$ cat src/include/conv_settings.svh
`ifndef CONV_SETTINGS_SVH
`define CONV_SETTINGS_SVH

// engine size
`define CONV_LANES              4
`define CONV_TAPS               8

// datapath widths
`define CONV_SAMPLE_W           16
`define CONV_COEF_W             16
`define CONV_ACC_W              36      // 32-bit product plus 4 guard bits
`define CONV_ADDR_W             12

// register map
`define CONV_REG_STATUS         12'h000
`define CONV_REG_DATA           12'h004
`define CONV_REG_COEF_BASE      12'h100
`define CONV_COEF_LANE_STRIDE   12'h020
`define CONV_COEF_TAP_STRIDE    12'h004
`define CONV_REG_RESULT_BASE    12'h200
`define CONV_RESULT_LANE_STRIDE 12'h008 // low word then high word

`endif

$ cat src/hw/conv_pkg.sv
`include "conv_settings.svh"

package conv_pkg;

    typedef logic signed [`CONV_SAMPLE_W-1:0]              sample_t;
    typedef logic signed [`CONV_COEF_W-1:0]                coef_t;
    typedef logic signed [`CONV_SAMPLE_W+`CONV_COEF_W-1:0] product_t;
    typedef logic signed [`CONV_ACC_W-1:0]                 acc_t;
    typedef logic [$clog2(`CONV_TAPS)-1:0]                 tap_idx_t;
    typedef logic [7:0]                                    block_cnt_t;
    typedef logic [`CONV_ADDR_W-1:0]                       apb_addr_t;
    typedef logic [31:0]                                   apb_data_t;

    // all taps of one filter, tap 0 in the low bits
    typedef coef_t [`CONV_TAPS-1:0] coef_bank_t;

    typedef struct packed {
        logic     valid;
        logic     first;
        logic     last;
        tap_idx_t tap;
        sample_t  sample;
    } lane_in_t;

    typedef struct packed {
        logic valid;    // only on the last tap of a block
        acc_t acc;
    } lane_out_t;

    typedef struct packed {
        logic      psel;
        logic      penable;
        logic      pwrite;
        apb_addr_t paddr;
        apb_data_t pwdata;
    } apb_req_t;

    typedef struct packed {
        apb_data_t prdata;
        logic      pready;
        logic      pslverr;
    } apb_rsp_t;

    typedef enum logic {
        feed_idle,
        feed_block
    } feeder_state_e;

endpackage

$ cat src/hw/mac_lane.sv
`timescale 1ns/1ps

module mac_lane (
    input  logic                 clk,
    input  logic                 rst,
    input  conv_pkg::lane_in_t   lane_in,
    input  conv_pkg::coef_bank_t coef_bank,
    output conv_pkg::lane_out_t  lane_out
);

    conv_pkg::sample_t  sample_1p;
    conv_pkg::coef_t    coef_1p;
    logic               first_1p;
    logic               last_1p;

    conv_pkg::product_t product_2p;
    logic               first_2p;
    logic               last_2p;

    conv_pkg::acc_t     acc_3p;
    logic               last_3p;

    // datapath stages 1 and 2
    always_ff @(posedge clk) begin
        // idle cycles push a zero product through
        sample_1p  <= lane_in.valid ? lane_in.sample : '0;
        coef_1p    <= coef_bank[lane_in.tap];
        product_2p <= sample_1p * coef_1p;
    end

    // tags, accumulator and output register
    always_ff @(posedge clk or posedge rst) begin
        if (rst) begin
            first_1p <= 1'b0;
            last_1p  <= 1'b0;
            first_2p <= 1'b0;
            last_2p  <= 1'b0;
            acc_3p   <= '0;
            last_3p  <= 1'b0;
            lane_out <= '0;
        end else begin
            first_1p <= lane_in.valid && lane_in.first;
            last_1p  <= lane_in.valid && lane_in.last;
            first_2p <= first_1p;
            last_2p  <= last_1p;
            last_3p  <= last_2p;

            // restart on tap 0 so blocks stay independent
            if (first_2p) begin
                acc_3p <= conv_pkg::acc_t'(product_2p);
            end else begin
                acc_3p <= acc_3p + conv_pkg::acc_t'(product_2p);
            end

            lane_out.valid <= last_3p;
            lane_out.acc   <= acc_3p;
        end
    end

    // a result always traces back to a last tap four stages earlier
    result_from_last_tap: assert property (
        @(posedge clk) disable iff (rst)
        lane_out.valid |-> $past(lane_in.valid && lane_in.last, 4)
    );

endmodule

$ cat config.mk
export PLATFORM = sky130hd
export DESIGN_NAME = mac_lane
export DESIGN_NICKNAME = d
export VERILOG_FILES = /design/src/hw/conv_pkg.sv /design/src/hw/mac_lane.sv
export VERILOG_INCLUDE_DIRS = /design/src /design/src/include
export SDC_FILE = /design/constraint.sdc
export NUM_CORES = 1
export LEC_CHECK = 0
export ABC_AREA = 0
export BUFFER_PORTS_ARGS = -buffer_cell sky130_fd_sc_hd__clkbuf_2
export CORE_MARGIN = 10
export CORE_UTILIZATION = 61
export CTS_CLUSTER_SIZE = 30
export DETAILED_ROUTE_END_ITERATION = 8
export PLACE_DENSITY = 0.88
export SLEW_MARGIN = 5
export SYNTH_ARGS = -nofsm -noshare
export SYNTH_HDL_FRONTEND = slang
export SYNTH_SLANG_ARGS = --single-unit
$ cat constraint.sdc
create_clock -name clk -period 8.4 [get_ports clk]
set_input_delay 0.84 -clock clk [delete_from_list [all_inputs] [get_ports clk]]
set_output_delay 0.84 -clock clk [all_outputs]
set_load 0.005 [all_outputs]
## Word level (Yosys, flattened, before mapping)

Cells that the tools add are included.

- $mul: 1
- Magnitude comparators: 1
- Mux-type cells: 3
- Reduce and logical (&&, ||, !) cells: 2
- Add/sub/neg operators: 1

Operators with widths:

| operator | number |
|---|---|
| binary-select mux 16 bit (select 3 bit) | 1 |
| adder 36 x 32 -> 36 bit | 1 |
| 2-to-1 mux 36 bit | 1 |
| multiplier 16 x 16 -> 32 bit | 1 |
| 2-to-1 mux 16 bit | 1 |
| < comparator 3 x 4 -> 1 bit (second input constant) | 1 |
| logical AND 1 bit | 2 |

- Register bits after elaboration: 142
- Word-level logic and storage cells: 19
- Output and inout port bits: 37

## Depth between registers and ports, before layout

Gate-level depths: netlist of run 1.

- Depth after elaboration: 2
- Gate-level depth with buffers: 27
- Depth with buffers taken out: 25

## Worst setup path after synthesis of run 1

Ideal clock, no wire load.

- Path type: reg-to-reg
- From: register sample_1p[15]
- To: register product_2p[30]
- Buffers on the path: 2
- Stages on the path, launching flop included: 24
- Arrival: 5850 ps
- Period minus slack after synthesis: 5922 ps
- Path slack: 2478 ps
- Path through: dfxtp_1 > clkbuf_1 > nand2_1 > inv_1 > fa_1 > fa_1 > fa_1 > fa_1 > fa_1 > inv_1 > fa_1 > inv_1 > ha_1 > clkbuf_1 > nor2_1 > nor2_1 > o21ai_0 > a31o_1 > a21oi_1 > a311o_1 > a2111oi_2 > o21bai_1 > a21oi_1 > xnor2_1

- Cells in the longest elaborated chain, start to end: 1

Ends and longest elaborated chain:

| what | RTL line | source |
|---|---|---|
| start, declared | mac_lane.sv:11 | `conv_pkg::sample_t sample_1p;` |
| start signal, assigned | mac_lane.sv:26 | `sample_1p <= lane_in.valid ? lane_in.sample : '0;` |
| multiplier 16 x 16 -> 32 bit | mac_lane.sv:28 | `product_2p <= sample_1p * coef_1p;` |
| end signal, assigned | mac_lane.sv:28 |  |
| end, declared | mac_lane.sv:16 | `conv_pkg::product_t product_2p;` |

No other way between the ends.
A chain may end at the register's enable or synchronous reset.

## Final worst setup path of run 1

- From: register coef_1p[1]
- To: register product_2p[30]

- Cells in the longest elaborated chain, start to end: 1

Ends and longest elaborated chain:

| what | RTL line | source |
|---|---|---|
| start, declared | mac_lane.sv:12 | `conv_pkg::coef_t coef_1p;` |
| start signal, assigned | mac_lane.sv:27 | `coef_1p <= coef_bank[lane_in.tap];` |
| multiplier 16 x 16 -> 32 bit | mac_lane.sv:28 |  |

No other way between the ends.

==> results of run 1 <==
-- power by group --
part / switching, mW / internal [mW]
combinational: 3.68 / 2.97
clock: 0.379 / 0.394
sequential: 0.212 / 1.04
total: 4.27 / 4.41
-- sequential cells by signal (all words and copies together) (netlist names) --
name        cells
coef_1p        16
acc_3p         36
sample_1p      16
first_1p        1
first_2p        1
last_1p         1
last_3p         1
lane_out       37
last_2p         1
product_2p     32
-- cells in the mapped netlist, drive strengths merged, types with 2 or more instances --
master   number
o21ai        58
or2           2
nand3        15
a21oi        51
buf           4
nor3b         2
or3           4
nor2         44
a311o         2
xor2         24
a211o         4
o31ai         8
mux2i         2
o311ai        2
ha          117
a2111oi       4
o211ai        2
nand2b       13
nand4         3
nand2       171
nor3          5
fa          263
o21a         10
o21bai        7
nor2b         5
mux2         18
dfrtp        78
a31o          2
a21o         34
and2        141
xnor2        37
inv         323
mux4         32
a211oi        4
a31oi         5
clkbuf       48
a21boi        4
and3          7
dfxtp        64
-- layout make-up --
type,count,area [sq um],share of cell area
Clock buffer,17,425,0.0237
Clock inverter,15,149,0.00829
Inverter,323,1210,0.0676
Multi-Input combinational cell,1110,11600,0.644
Sequential cell,142,3230,0.180
Tap cell,335,419,0.0233
Timing Repair Buffer,189,948,0.0528
-- critical path, delay by kind of cell, from the launching register on --
family | cells | cell delay (ns)
AND/OR/NAND/NOR | 3 | 0.51
buffers and inverters | 3 | 0.18
XOR/XNOR | 1 | 0.13
adder cells (fa/ha/maj) | 7 | 3.45
flip-flops | 1 | 0.75
AO/OA/AOI/OAI | 6 | 1.49
-- worst paths after layout --
kind	slack, ns	cells past startpoint	end	from
max	1.78	20	product_2p[30]	coef_1p[1]
min	0.33	0	lane_out[36]	last_3p
max reg2reg	1.78	20	product_2p[30]	coef_1p[1]
min reg2reg	0.33	0	lane_out[36]	last_3p
max in group asynchronous	7.02	3	first_2p	rst
min in group asynchronous	0.67	3	lane_out[32]	rst
-- cells by family (layout without fill, tap and decap cells) --
| group | after synthesis | after routing | share of synthesized area |
|---|---|---|---|
| and+or+nand+nor | 413 | 413 | 0.125 |
| DFF | 142 | 142 | 0.200 |
| buffers and inverters | 375 | 544 | 0.0869 |
| muxes | 52 | 52 | 0.0582 |
| adders and majority gates | 380 | 380 | 0.415 |
| AOI/OAI and AO/OA | 204 | 204 | 0.0821 |
| xor gates and xnor gates | 61 | 61 | 0.0330 |
-- stage by stage --
step                      setup WS (ns)  hold WS [ns]
after CTS                          1.83         0.338
after detailed placement           1.90         0.336
after floorplan                    2.48         0.331
after global placement             2.10         0.332
after global routing               1.49         0.340
final                              1.78         0.334
-- metal layers --
layer | GRT usage | vias up | share of wire
li1 | - | 5404 | -
met1 | 0.298 | 5890 | 0.39
met3 | 0.0704 | 98 | 0.095
met4 | 0.0931 | 0 | 0.028
met2 | 0.427 | 607 | 0.49
met5 | 0 | - | 0
==> run_results.csv, run 1 <==
group,metric,value,unit
status,result_of_the_run,"finished, final reports clean",
grt,gr-usage-all-layers,0.251,
grt,first_global_vias,13500,
power,final_power,8.67,mW
sta,hold_violations,0,
setup_path,end_kind,"flip-flop",
placement,post-dp-hpwl,31.5,mm
layout,design.final.nets,2315,
route,detail_route.vias_per_cell,5.63,
setup_path,critPathKind,"flip-flop to flip-flop",
synthesis,netlist_area,16200,sq um
synthesis,synth_top_area_share,0.325,
sta,timing.setup.tns,0,ns
layout,nFillCells,1914,
sta,final_setup_violating_endpoints,0,
synthesis,synth.avg_cell_area,9.96,sq um
floorplan,die_ar,33500,sq um
cts,ctsHtreeMaxLevel,4,
route,drtIter0Drc,1027,
floorplan,die_y,183,um
sta,achievable-frequency,151,MHz
placement,gp_routability_congestion,0.946,
sta,slew_headroom,0.239,
synthesis,ys.flop_type,"dfrtp_1",
sta,clock-skew-final,0.0244,ns
floorplan,std_cell_rows,59,
layout,num_antenna_cells,0,
setup_path,path_common_cell,"fa_1",
cts,post_cts_resized,0,
floorplan,core_area,26100,sq um
cts,worst_setup_hold_path_clk_slew,0.09,ns
cts,total_cts_buffers,17,
layout,utilization_after_layout,0.687,
placement,post-place-cells,2099,
layout,share_of_final_layout_standard_cells_stronger_than_drive_strength_1,0.157,
grt,globalRoute.totalOverflow,0,
sta,grt_setup_unrepaired,"no",
sta,post-route-min-period,6.62,ns
setup_path,timing.critical_path.cells,"nand2_1 > fa_1 > fa_1 > fa_1 > inv_1 > fa_1 > fa_1 > inv_1 > fa_1 > inv_1 > ha_1 > and3_1 > a31oi_1 > nand2_1 > o21a_1 > a311o_1 > a2111oi_2 > o21bai_1 > a21oi_1 > xnor2_1",
synthesis,ys_top_cells_by_area,"fa_1 (32%), dfrtp_1 (12%), ha_1 (9.0%)",
grt,wire_length_of_the_first_global_routing_pass,67.5,mm
layout,fin_cells,2131,
synthesis,synth_fp_nets,2159,
route,wirelength,39.9,mm
synthesis,synth_seq_cells,142,
power,irDropWorstVdd,0.399,mV
layout,final_cell_mix,"inv_1 (322), fa_1 (263), clkbuf_2 (188)",
synthesis,sequential_cell_area_fraction_in_the_yosys_report,0.200,
job,max_cap_violations,0,
placement,dpl_cell_area,17400,sq um
synthesis,post_synth_num_cell_types,53,
layout,areaGrowthSynthToFinish,10.8,%
synthesis,synth_top_cell_by_area,"fa_1",
cts,clock_insertion_delay_worst_skew,0.46,ns
cts,post_cts.repair.setup_buffers,0,
layout,finish.instance_area,18000,sq um
cts,bufs_on_longest_clock_path,2,
min_path,hp-class,"flip-flop to flip-flop",
route,dr.pass1.iters,5,
route,ant_nets,0,
route,post-route-drc-count,0,
power,p_per_area,483,nW/um^2
setup_path,worst-path-max-fanout,16,
layout,mostFrequentLayoutCell,"inv_1",
floorplan,start_util,0.620,
placement,place.port_buffers,188,
setup_path,cp_data_required_time,8.77,ns
sta,final_worst_path_period_share,0.788,
floorplan,die-width,183,um
grt,antenna_violations_before_repair,0,
setup_path,cpPeakStageDelay,0.75,ns
setup_path,crit_path_top_delay_cell,"dfxtp_1",
synthesis,ys_warn_count,0,
setup_path,timing.critical_path.arrival,6.99,ns
sta,slew_viol_final,0,
cts,sinks_on_the_clock_net,142,
synthesis,synth-edff-count,0,
grt,largest_net_degree_at_the_start_of_global_routing,79,
sta,worst-slew-pin-transition,1.14,ns
synthesis,synthesis.instances,1627,
route,route.vias.total,12000,
cts,postCtsHoldBufs,0,
power,power.leakage,9.12,nW
floorplan,io-pin-count,189,
cts,tritoncts_clock_tree,"built",
route,wl_per_cell,18.7,um
cts,ctsRootBufferMaster,"clkbuf_16",
setup_path,critical_path.startpoint_type,"flip-flop",
synthesis,synth-async-reset-ratio,0.549,
Note: power is estimated with default switching activity, not from simulation.
==> inputs of run 2 (changes only) <==
--- a/config.mk
+++ b/config.mk
@@ -6,10 +6,10 @@
 export SDC_FILE = /design/constraint.sdc
 export NUM_CORES = 1
 export LEC_CHECK = 0
-export ABC_AREA = 0
+export ABC_AREA = 1
 export BUFFER_PORTS_ARGS = -buffer_cell sky130_fd_sc_hd__clkbuf_2
 export CORE_MARGIN = 10
-export CORE_UTILIZATION = 61
+export CORE_UTILIZATION = 62
 export CTS_CLUSTER_SIZE = 30
 export DETAILED_ROUTE_END_ITERATION = 8
 export PLACE_DENSITY = 0.88
==> constraint.sdc (replaced) <==
create_clock -name clk -period 6.9 [get_ports clk]
set_input_delay 0.69 -clock clk [delete_from_list [all_inputs] [get_ports clk]]
set_output_delay 0.69 -clock clk [all_outputs]
set_load 0.005 [all_outputs]
==> run_results.csv, run 2 <==
group,metric,value,unit
synthesis,synthesis.instances,2417,
layout,share_of_final_layout_standard_cells_stronger_than_drive_strength_1,0.0991,
cts,ctsHtreeMaxLevel,4,
sta,timing.setup.tns,0,ns
layout,regs_by_ff_count,"lane_out x37, acc_3p x36, product_2p x32",
setup_path,cpPeakStageDelay,0.82,ns
min_path,hold_path_startpoint,"last_2p",
sta,achievable-frequency,166,MHz
grt,antenna_violations_before_repair,0,
layout,mostFrequentLayoutCell,"nand2_1",
cts,ctsRootBufferMaster,"clkbuf_16",
layout,design.final.nets,3072,
min_path,hold_depth,0,
min_path,hp-class,"flip-flop to flip-flop",
job,max_cap_violations,0,
setup_path,timing.critical_path.arrival,6.41,ns
floorplan,io-pin-count,189,
layout,areaGrowthSynthToFinish,9.53,%
setup_path,crit_path_top_delay_cell,"fa_1",
synthesis,synth_top_family_by_area,"adder cells",
route,wirelength,50.8,mm
synthesis,synth_seq_cells,142,
sta,grt_setup_unrepaired,"no",
floorplan,die-width,190,um
floorplan,std_cell_rows,62,
synthesis,synth-edff-count,0,
synthesis,synth-async-reset-ratio,0.549,
sta,final_worst_path_period_share,0.875,
setup_path,r2r_depth,18,
cts,postCtsHoldBufs,0,
floorplan,die_y,190,um
sta,slew_viol_final,0,
setup_path,cp_data_required_time,7.27,ns
setup_path,timing.critical_path.buf_inv,4,
layout,largest_register_ff_count,37,
grt,globalRoute.totalOverflow,0,
setup_path,end_kind,"flip-flop",
synthesis,synth_fp_nets,2949,
sta,worst-slew-pin-transition,1.20,ns
cts,total_cts_buffers,17,
synthesis,synth_commonest_cells,"nand2_1 (613), inv_1 (572), fa_1 (263)",
synthesis,synth.most_common_cell,"nand2_1",
synthesis,synthXorXnorAreaFrac,0.0195,
route,wl_per_cell,17.3,um
setup_path,timing.critical_path.cells,"nand2_1 > fa_1 > inv_1 > fa_1 > fa_1 > fa_1 > fa_1 > inv_1 > fa_1 > inv_1 > ha_1 > nand2_1 > nor2_1 > inv_1 > nor3_1 > o21ai_0 > nand3_1 > xor2_1",
sta,slew_headroom,0.202,
layout,fin_cells,2937,
cts,bufs_on_longest_clock_path,2,
floorplan,die_ar,36100,sq um
synthesis,ys_warn_count,0,
route,detail_route.vias_per_cell,5.44,
synthesis,compound_cell_area_share_of_the_yosys_netlist,0.0681,
setup_path,ff2ff_setup_slack,0.86,ns
grt,first_global_vias,17200,
synthesis,ys.flop_type,"dfrtp_1",
synthesis,sequential_cell_area_fraction_in_the_yosys_report,0.180,
setup_path,critPathKind,"flip-flop to flip-flop",
synthesis,proportion_of_synthesized_area_in_mux_cells,0,
placement,place.port_buffers,188,
route,dr.pass1.iters,7,
floorplan,start_util,0.627,
synthesis,netlist_area,17900,sq um
synthesis,synth.avg_cell_area,7.42,sq um
setup_path,path_common_cell,"fa_1",
synthesis,synth_top_area_share,0.293,
placement,post-dp-hpwl,41.9,mm
grt,gr-usage-all-layers,0.290,
sta,final_setup_violating_endpoints,0,
route,post-route-drc-count,0,
layout,num_antenna_cells,0,
setup_path,critical_path.startpoint_type,"flip-flop",
layout,regMostFlops,"lane_out",
cts,tritoncts_clock_tree,"built",
synthesis,ys_top_cells_by_area,"fa_1 (29%), nand2_1 (13%), inv_1 (12%)",
route,route.vias.total,16000,
route,drtIter0Drc,1436,
cts,sinks_on_the_clock_net,142,
synthesis,post_synth_fa_ha_maj_area_fraction,0.375,
cts,clock_insertion_delay_worst_skew,0.45,ns
sta,clock-skew-final,0.0130,ns
cts,post_cts_resized,0,
setup_path,worst-path-max-fanout,16,
route,ant_nets,0,
layout,final_cell_mix,"nand2_1 (613), inv_1 (571), fa_1 (263)",
sta,hold_violations,0,
sta,post-route-min-period,6.04,ns
status,result_of_the_run,"finished, final reports clean",
floorplan,core_area,28600,sq um
placement,gp_routability_congestion,0.960,
setup_path,cp_top_family,"adder cells",
placement,post-place-cells,2905,
synthesis,post_synth_and_or_nand_nor_area_fraction,0.218,
grt,largest_net_degree_at_the_start_of_global_routing,79,
cts,worst_setup_hold_path_clk_slew,0.06,ns
synthesis,synth_top_cell_by_area,"fa_1",
cts,post_cts.repair.setup_buffers,0,
min_path,holdPathEnd,"last_3p",
grt,wire_length_of_the_first_global_routing_pass,84.1,mm
setup_path,worst_r2r_endpoint,"product_2p[27]",
setup_path,crit-reg2reg-launch,"coef_1p[4]",
synthesis,post_synth_num_cell_types,34,
run 2: cell count changes in the layout (fill, tap and decap cells not counted), moves of 15 or more:
cell and change:
a21o_1 -26, a21oi_1 +16, a31oi_1 +15, and2_1 -141
inv_1 +249, mux2_2 -18, mux4_2 -32, nand2_1 +442
nand3_1 +54, nand4_1 +16, nor2_1 +176, o21ai_0 +38
o22ai_1 +15, xnor2_1 -24
run 2: worst max path at each step:
stage / from / endpoint / slack, ns / cells after the start
finish: coef_1p[4] / product_2p[27] / 0.86 / 18
global route: coef_1p[4] / product_2p[27] / 0.56 / 18
CTS: coef_1p[4] / product_2p[29] / 0.92 / 18
detailed placement: coef_1p[4] / product_2p[31] / 0.93 / 20
global placement: coef_1p[1] / product_2p[26] / 1.11 / 15
floorplan: sample_1p[15] / product_2p[31] / 1.50 / 21
run 2: logic make-up (layout without fill, tap and decap cells):
kind of cell,after synthesis,in the layout
compound gates,223,223
xor+xnor,40,40
fa+ha+maj,380,380
buf+inv,663,799
flops,142,142
simple gates,969,969
run 2: layout make-up:
type                            instances  area, sq um
Clock buffer                           19          453
Clock inverter                         13          149
Fill cell                            2329         8970
Inverter                              576         2160
Multi-Input combinational cell       1612        12200
Sequential cell                       142         3230
Tap cell                              384          480
Timing Repair Buffer                  191          963
run 2: stage by stage:
step	area [sq um]	hold slack [ns]	utilization	setup WS [ns]
2_1_floorplan	17900	0.331	-	1.50
3_3_place_gp	19100	0.334	0.666	1.11
3_5_place_dp	19100	0.335	0.666	0.930
4_1_cts	19700	0.348	0.687	0.915
5_1_grt	19700	0.360	0.687	0.560
6_report	19700	0.347	0.687	0.860
run 2: layer usage:
metal	track usage	wire [um]
met4	0.145	2500
met5	0	0
met1	0.333	19100
met2	0.511	25200
met3	0.0524	3970
Power of run 2 is not shown: default switching activity piles up to over one toggle a cycle in this logic, so the estimate is an artifact.
==> inputs of run 3 (changes only) <==
--- a/config.mk
+++ b/config.mk
@@ -10,7 +10,6 @@
 export BUFFER_PORTS_ARGS = -buffer_cell sky130_fd_sc_hd__clkbuf_2
 export CORE_MARGIN = 10
 export CORE_UTILIZATION = 62
-export CTS_CLUSTER_SIZE = 30
 export DETAILED_ROUTE_END_ITERATION = 8
 export PLACE_DENSITY = 0.88
 export SLEW_MARGIN = 5
==> constraint.sdc (replaced) <==
create_clock -name clk -period 6.32 [get_ports clk]
set_input_delay 0.632 -clock clk [delete_from_list [all_inputs] [get_ports clk]]
set_output_delay 0.632 -clock clk [all_outputs]
set_load 0.005 [all_outputs]
==> run_results.csv, run 3 (synthesis gave the netlist of run 2 again) <==
group,metric,value,unit
sta,slew_headroom,0.231,
sta,clock-skew-final,0.0133,ns
cts,ctsHtreeMaxLevel,4,
cts,sinks_on_the_clock_net,142,
grt,first_global_vias,17200,
floorplan,die_ar,36100,sq um
sta,achievable-frequency,166,MHz
sta,post-route-min-period,6.02,ns
grt,globalRoute.totalOverflow,0,
layout,mostFrequentLayoutCell,"nand2_1",
layout,nFillCells,2326,
setup_path,worst-path-max-fanout,16,
cts,post_cts.repair.setup_buffers,0,
setup_path,path_common_cell,"fa_1",
grt,antenna_violations_before_repair,0,
sta,slew_viol_final,0,
grt,busiest_layer,"met2",
status,result_of_the_run,"finished, final reports clean",
setup_path,cp_data_required_time,6.65,ns
floorplan,std_cell_rows,62,
setup_path,crit_path_top_delay_cell,"fa_1",
layout,multi_input_area,12200,sq um
setup_path,cp.depth,18,
setup_path,cpPeakStageDelay,0.85,ns
min_path,hp-class,"flip-flop to flip-flop",
layout,share_of_final_layout_standard_cells_stronger_than_drive_strength_1,0.104,
cts,worst_setup_hold_path_clk_slew,0.06,ns
route,detail_route.vias_per_cell,5.41,
sta,grt_setup_unrepaired,"no",
route,wl_per_cell,17.3,um
route,drtIter0Drc,1439,
cts,ctsRootBufferMaster,"clkbuf_16",
route,route.vias.total,16000,
setup_path,timing.critical_path.buf_inv,3,
floorplan,start_util,0.627,
layout,seq_area,3230,sq um
grt,gr-usage-all-layers,0.291,
sta,timing.setup.tns,0,ns
grt,globalRouteMet2Util,0.506,
setup_path,critPathKind,"flip-flop to flip-flop",
grt,grt_use_met3,0.0591,
placement,place.port_buffers,188,
sta,worst-slew-pin-transition,1.15,ns
floorplan,io-pin-count,189,
sta,final_worst_path_period_share,0.952,
grt,met1_usage,0.333,
setup_path,critical_path.startpoint_type,"flip-flop",
layout,num_antenna_cells,0,
min_path,hold_depth,0,
layout,final_cell_mix,"nand2_1 (613), inv_1 (571), fa_1 (263)",
layout,largest_register_ff_count,37,
floorplan,die_y,190,um
setup_path,timing.critical_path.arrival,6.34,ns
layout,regs_by_ff_count,"lane_out x37, acc_3p x36, product_2p x32",
route,dr.pass1.iters,5,
setup_path,end_kind,"flip-flop",
grt,wire_length_of_the_first_global_routing_pass,84.4,mm
layout,regMostFlops,"lane_out",
cts,total_cts_buffers,17,
sta,final_setup_violating_endpoints,0,
route,post-route-drc-count,0,
cts,tritoncts_clock_tree,"built",
job,max_cap_violations,0,
setup_path,timing.critical_path.cells,"nand2_1 > inv_1 > fa_1 > fa_1 > inv_1 > fa_1 > fa_1 > inv_1 > fa_1 > fa_1 > ha_1 > a21o_1 > a21oi_1 > nand2_1 > a31oi_1 > nand2_1 > nand2_1 > nand2_1",
layout,areaGrowthSynthToFinish,10.1,%
floorplan,core_area,28600,sq um
placement,gp_routability_congestion,0.974,
cts,bufs_on_longest_clock_path,2,
sta,holdWs,0.348,ns
placement,post-dp-hpwl,42.3,mm
route,ant_nets,0,
setup_path,cp_top_family,"adder cells",
setup_path,r2r_depth,18,
sta,hold_violations,0,
grt,largest_net_degree_at_the_start_of_global_routing,79,
floorplan,die-width,190,um
layout,utilization_after_layout,0.690,
route,wirelength,51.0,mm
layout,design.final.nets,3087,
cts,clock_insertion_delay_worst_skew,0.45,ns
## run 3: repair_timing
item                                    CTS  global route
gates resized for setup                   0             1
endpoints found under the setup margin    0             1
hold buffers                              0             0
## run 3: final timing paths
kind                       startpoint        endpoint  slack, ns
max reg2reg                coef_1p[2]  product_2p[28]       0.30
min                           last_3p    lane_out[36]       0.35
max in group asynchronous         rst      acc_3p[21]       5.21
min in group asynchronous         rst      acc_3p[10]       0.46
min reg2reg                   last_3p    lane_out[36]       0.35
max                        coef_1p[2]  product_2p[28]       0.30
## run 3: through the flow
step           setup WS (ns)  cell area [sq um]  std cells
5_1_grt              0.00950              19800       2952
2_1_floorplan          0.922              17900       2417
3_3_place_gp           0.417              19200       2920
4_1_cts                0.362              19800       2952
6_report               0.305              19800       2952
3_5_place_dp           0.376              19200       2920
## run 3: cell type report
type / instances / area share
Clock inverter: 13 / 0.00785
Timing Repair Buffer: 206 / 0.0545
Inverter: 576 / 0.110
Multi-Input combinational cell: 1612 / 0.618
Tap cell: 384 / 0.0243
Clock buffer: 19 / 0.0219
Sequential cell: 142 / 0.164
## run 3: layer usage
layer,vias to the layer above,share of wire
li1,7425,-
met3,202,0.079
met4,0,0.053
met5,-,0
met1,7592,0.38
met2,764,0.49
Power of run 3 is left out for the same reason.
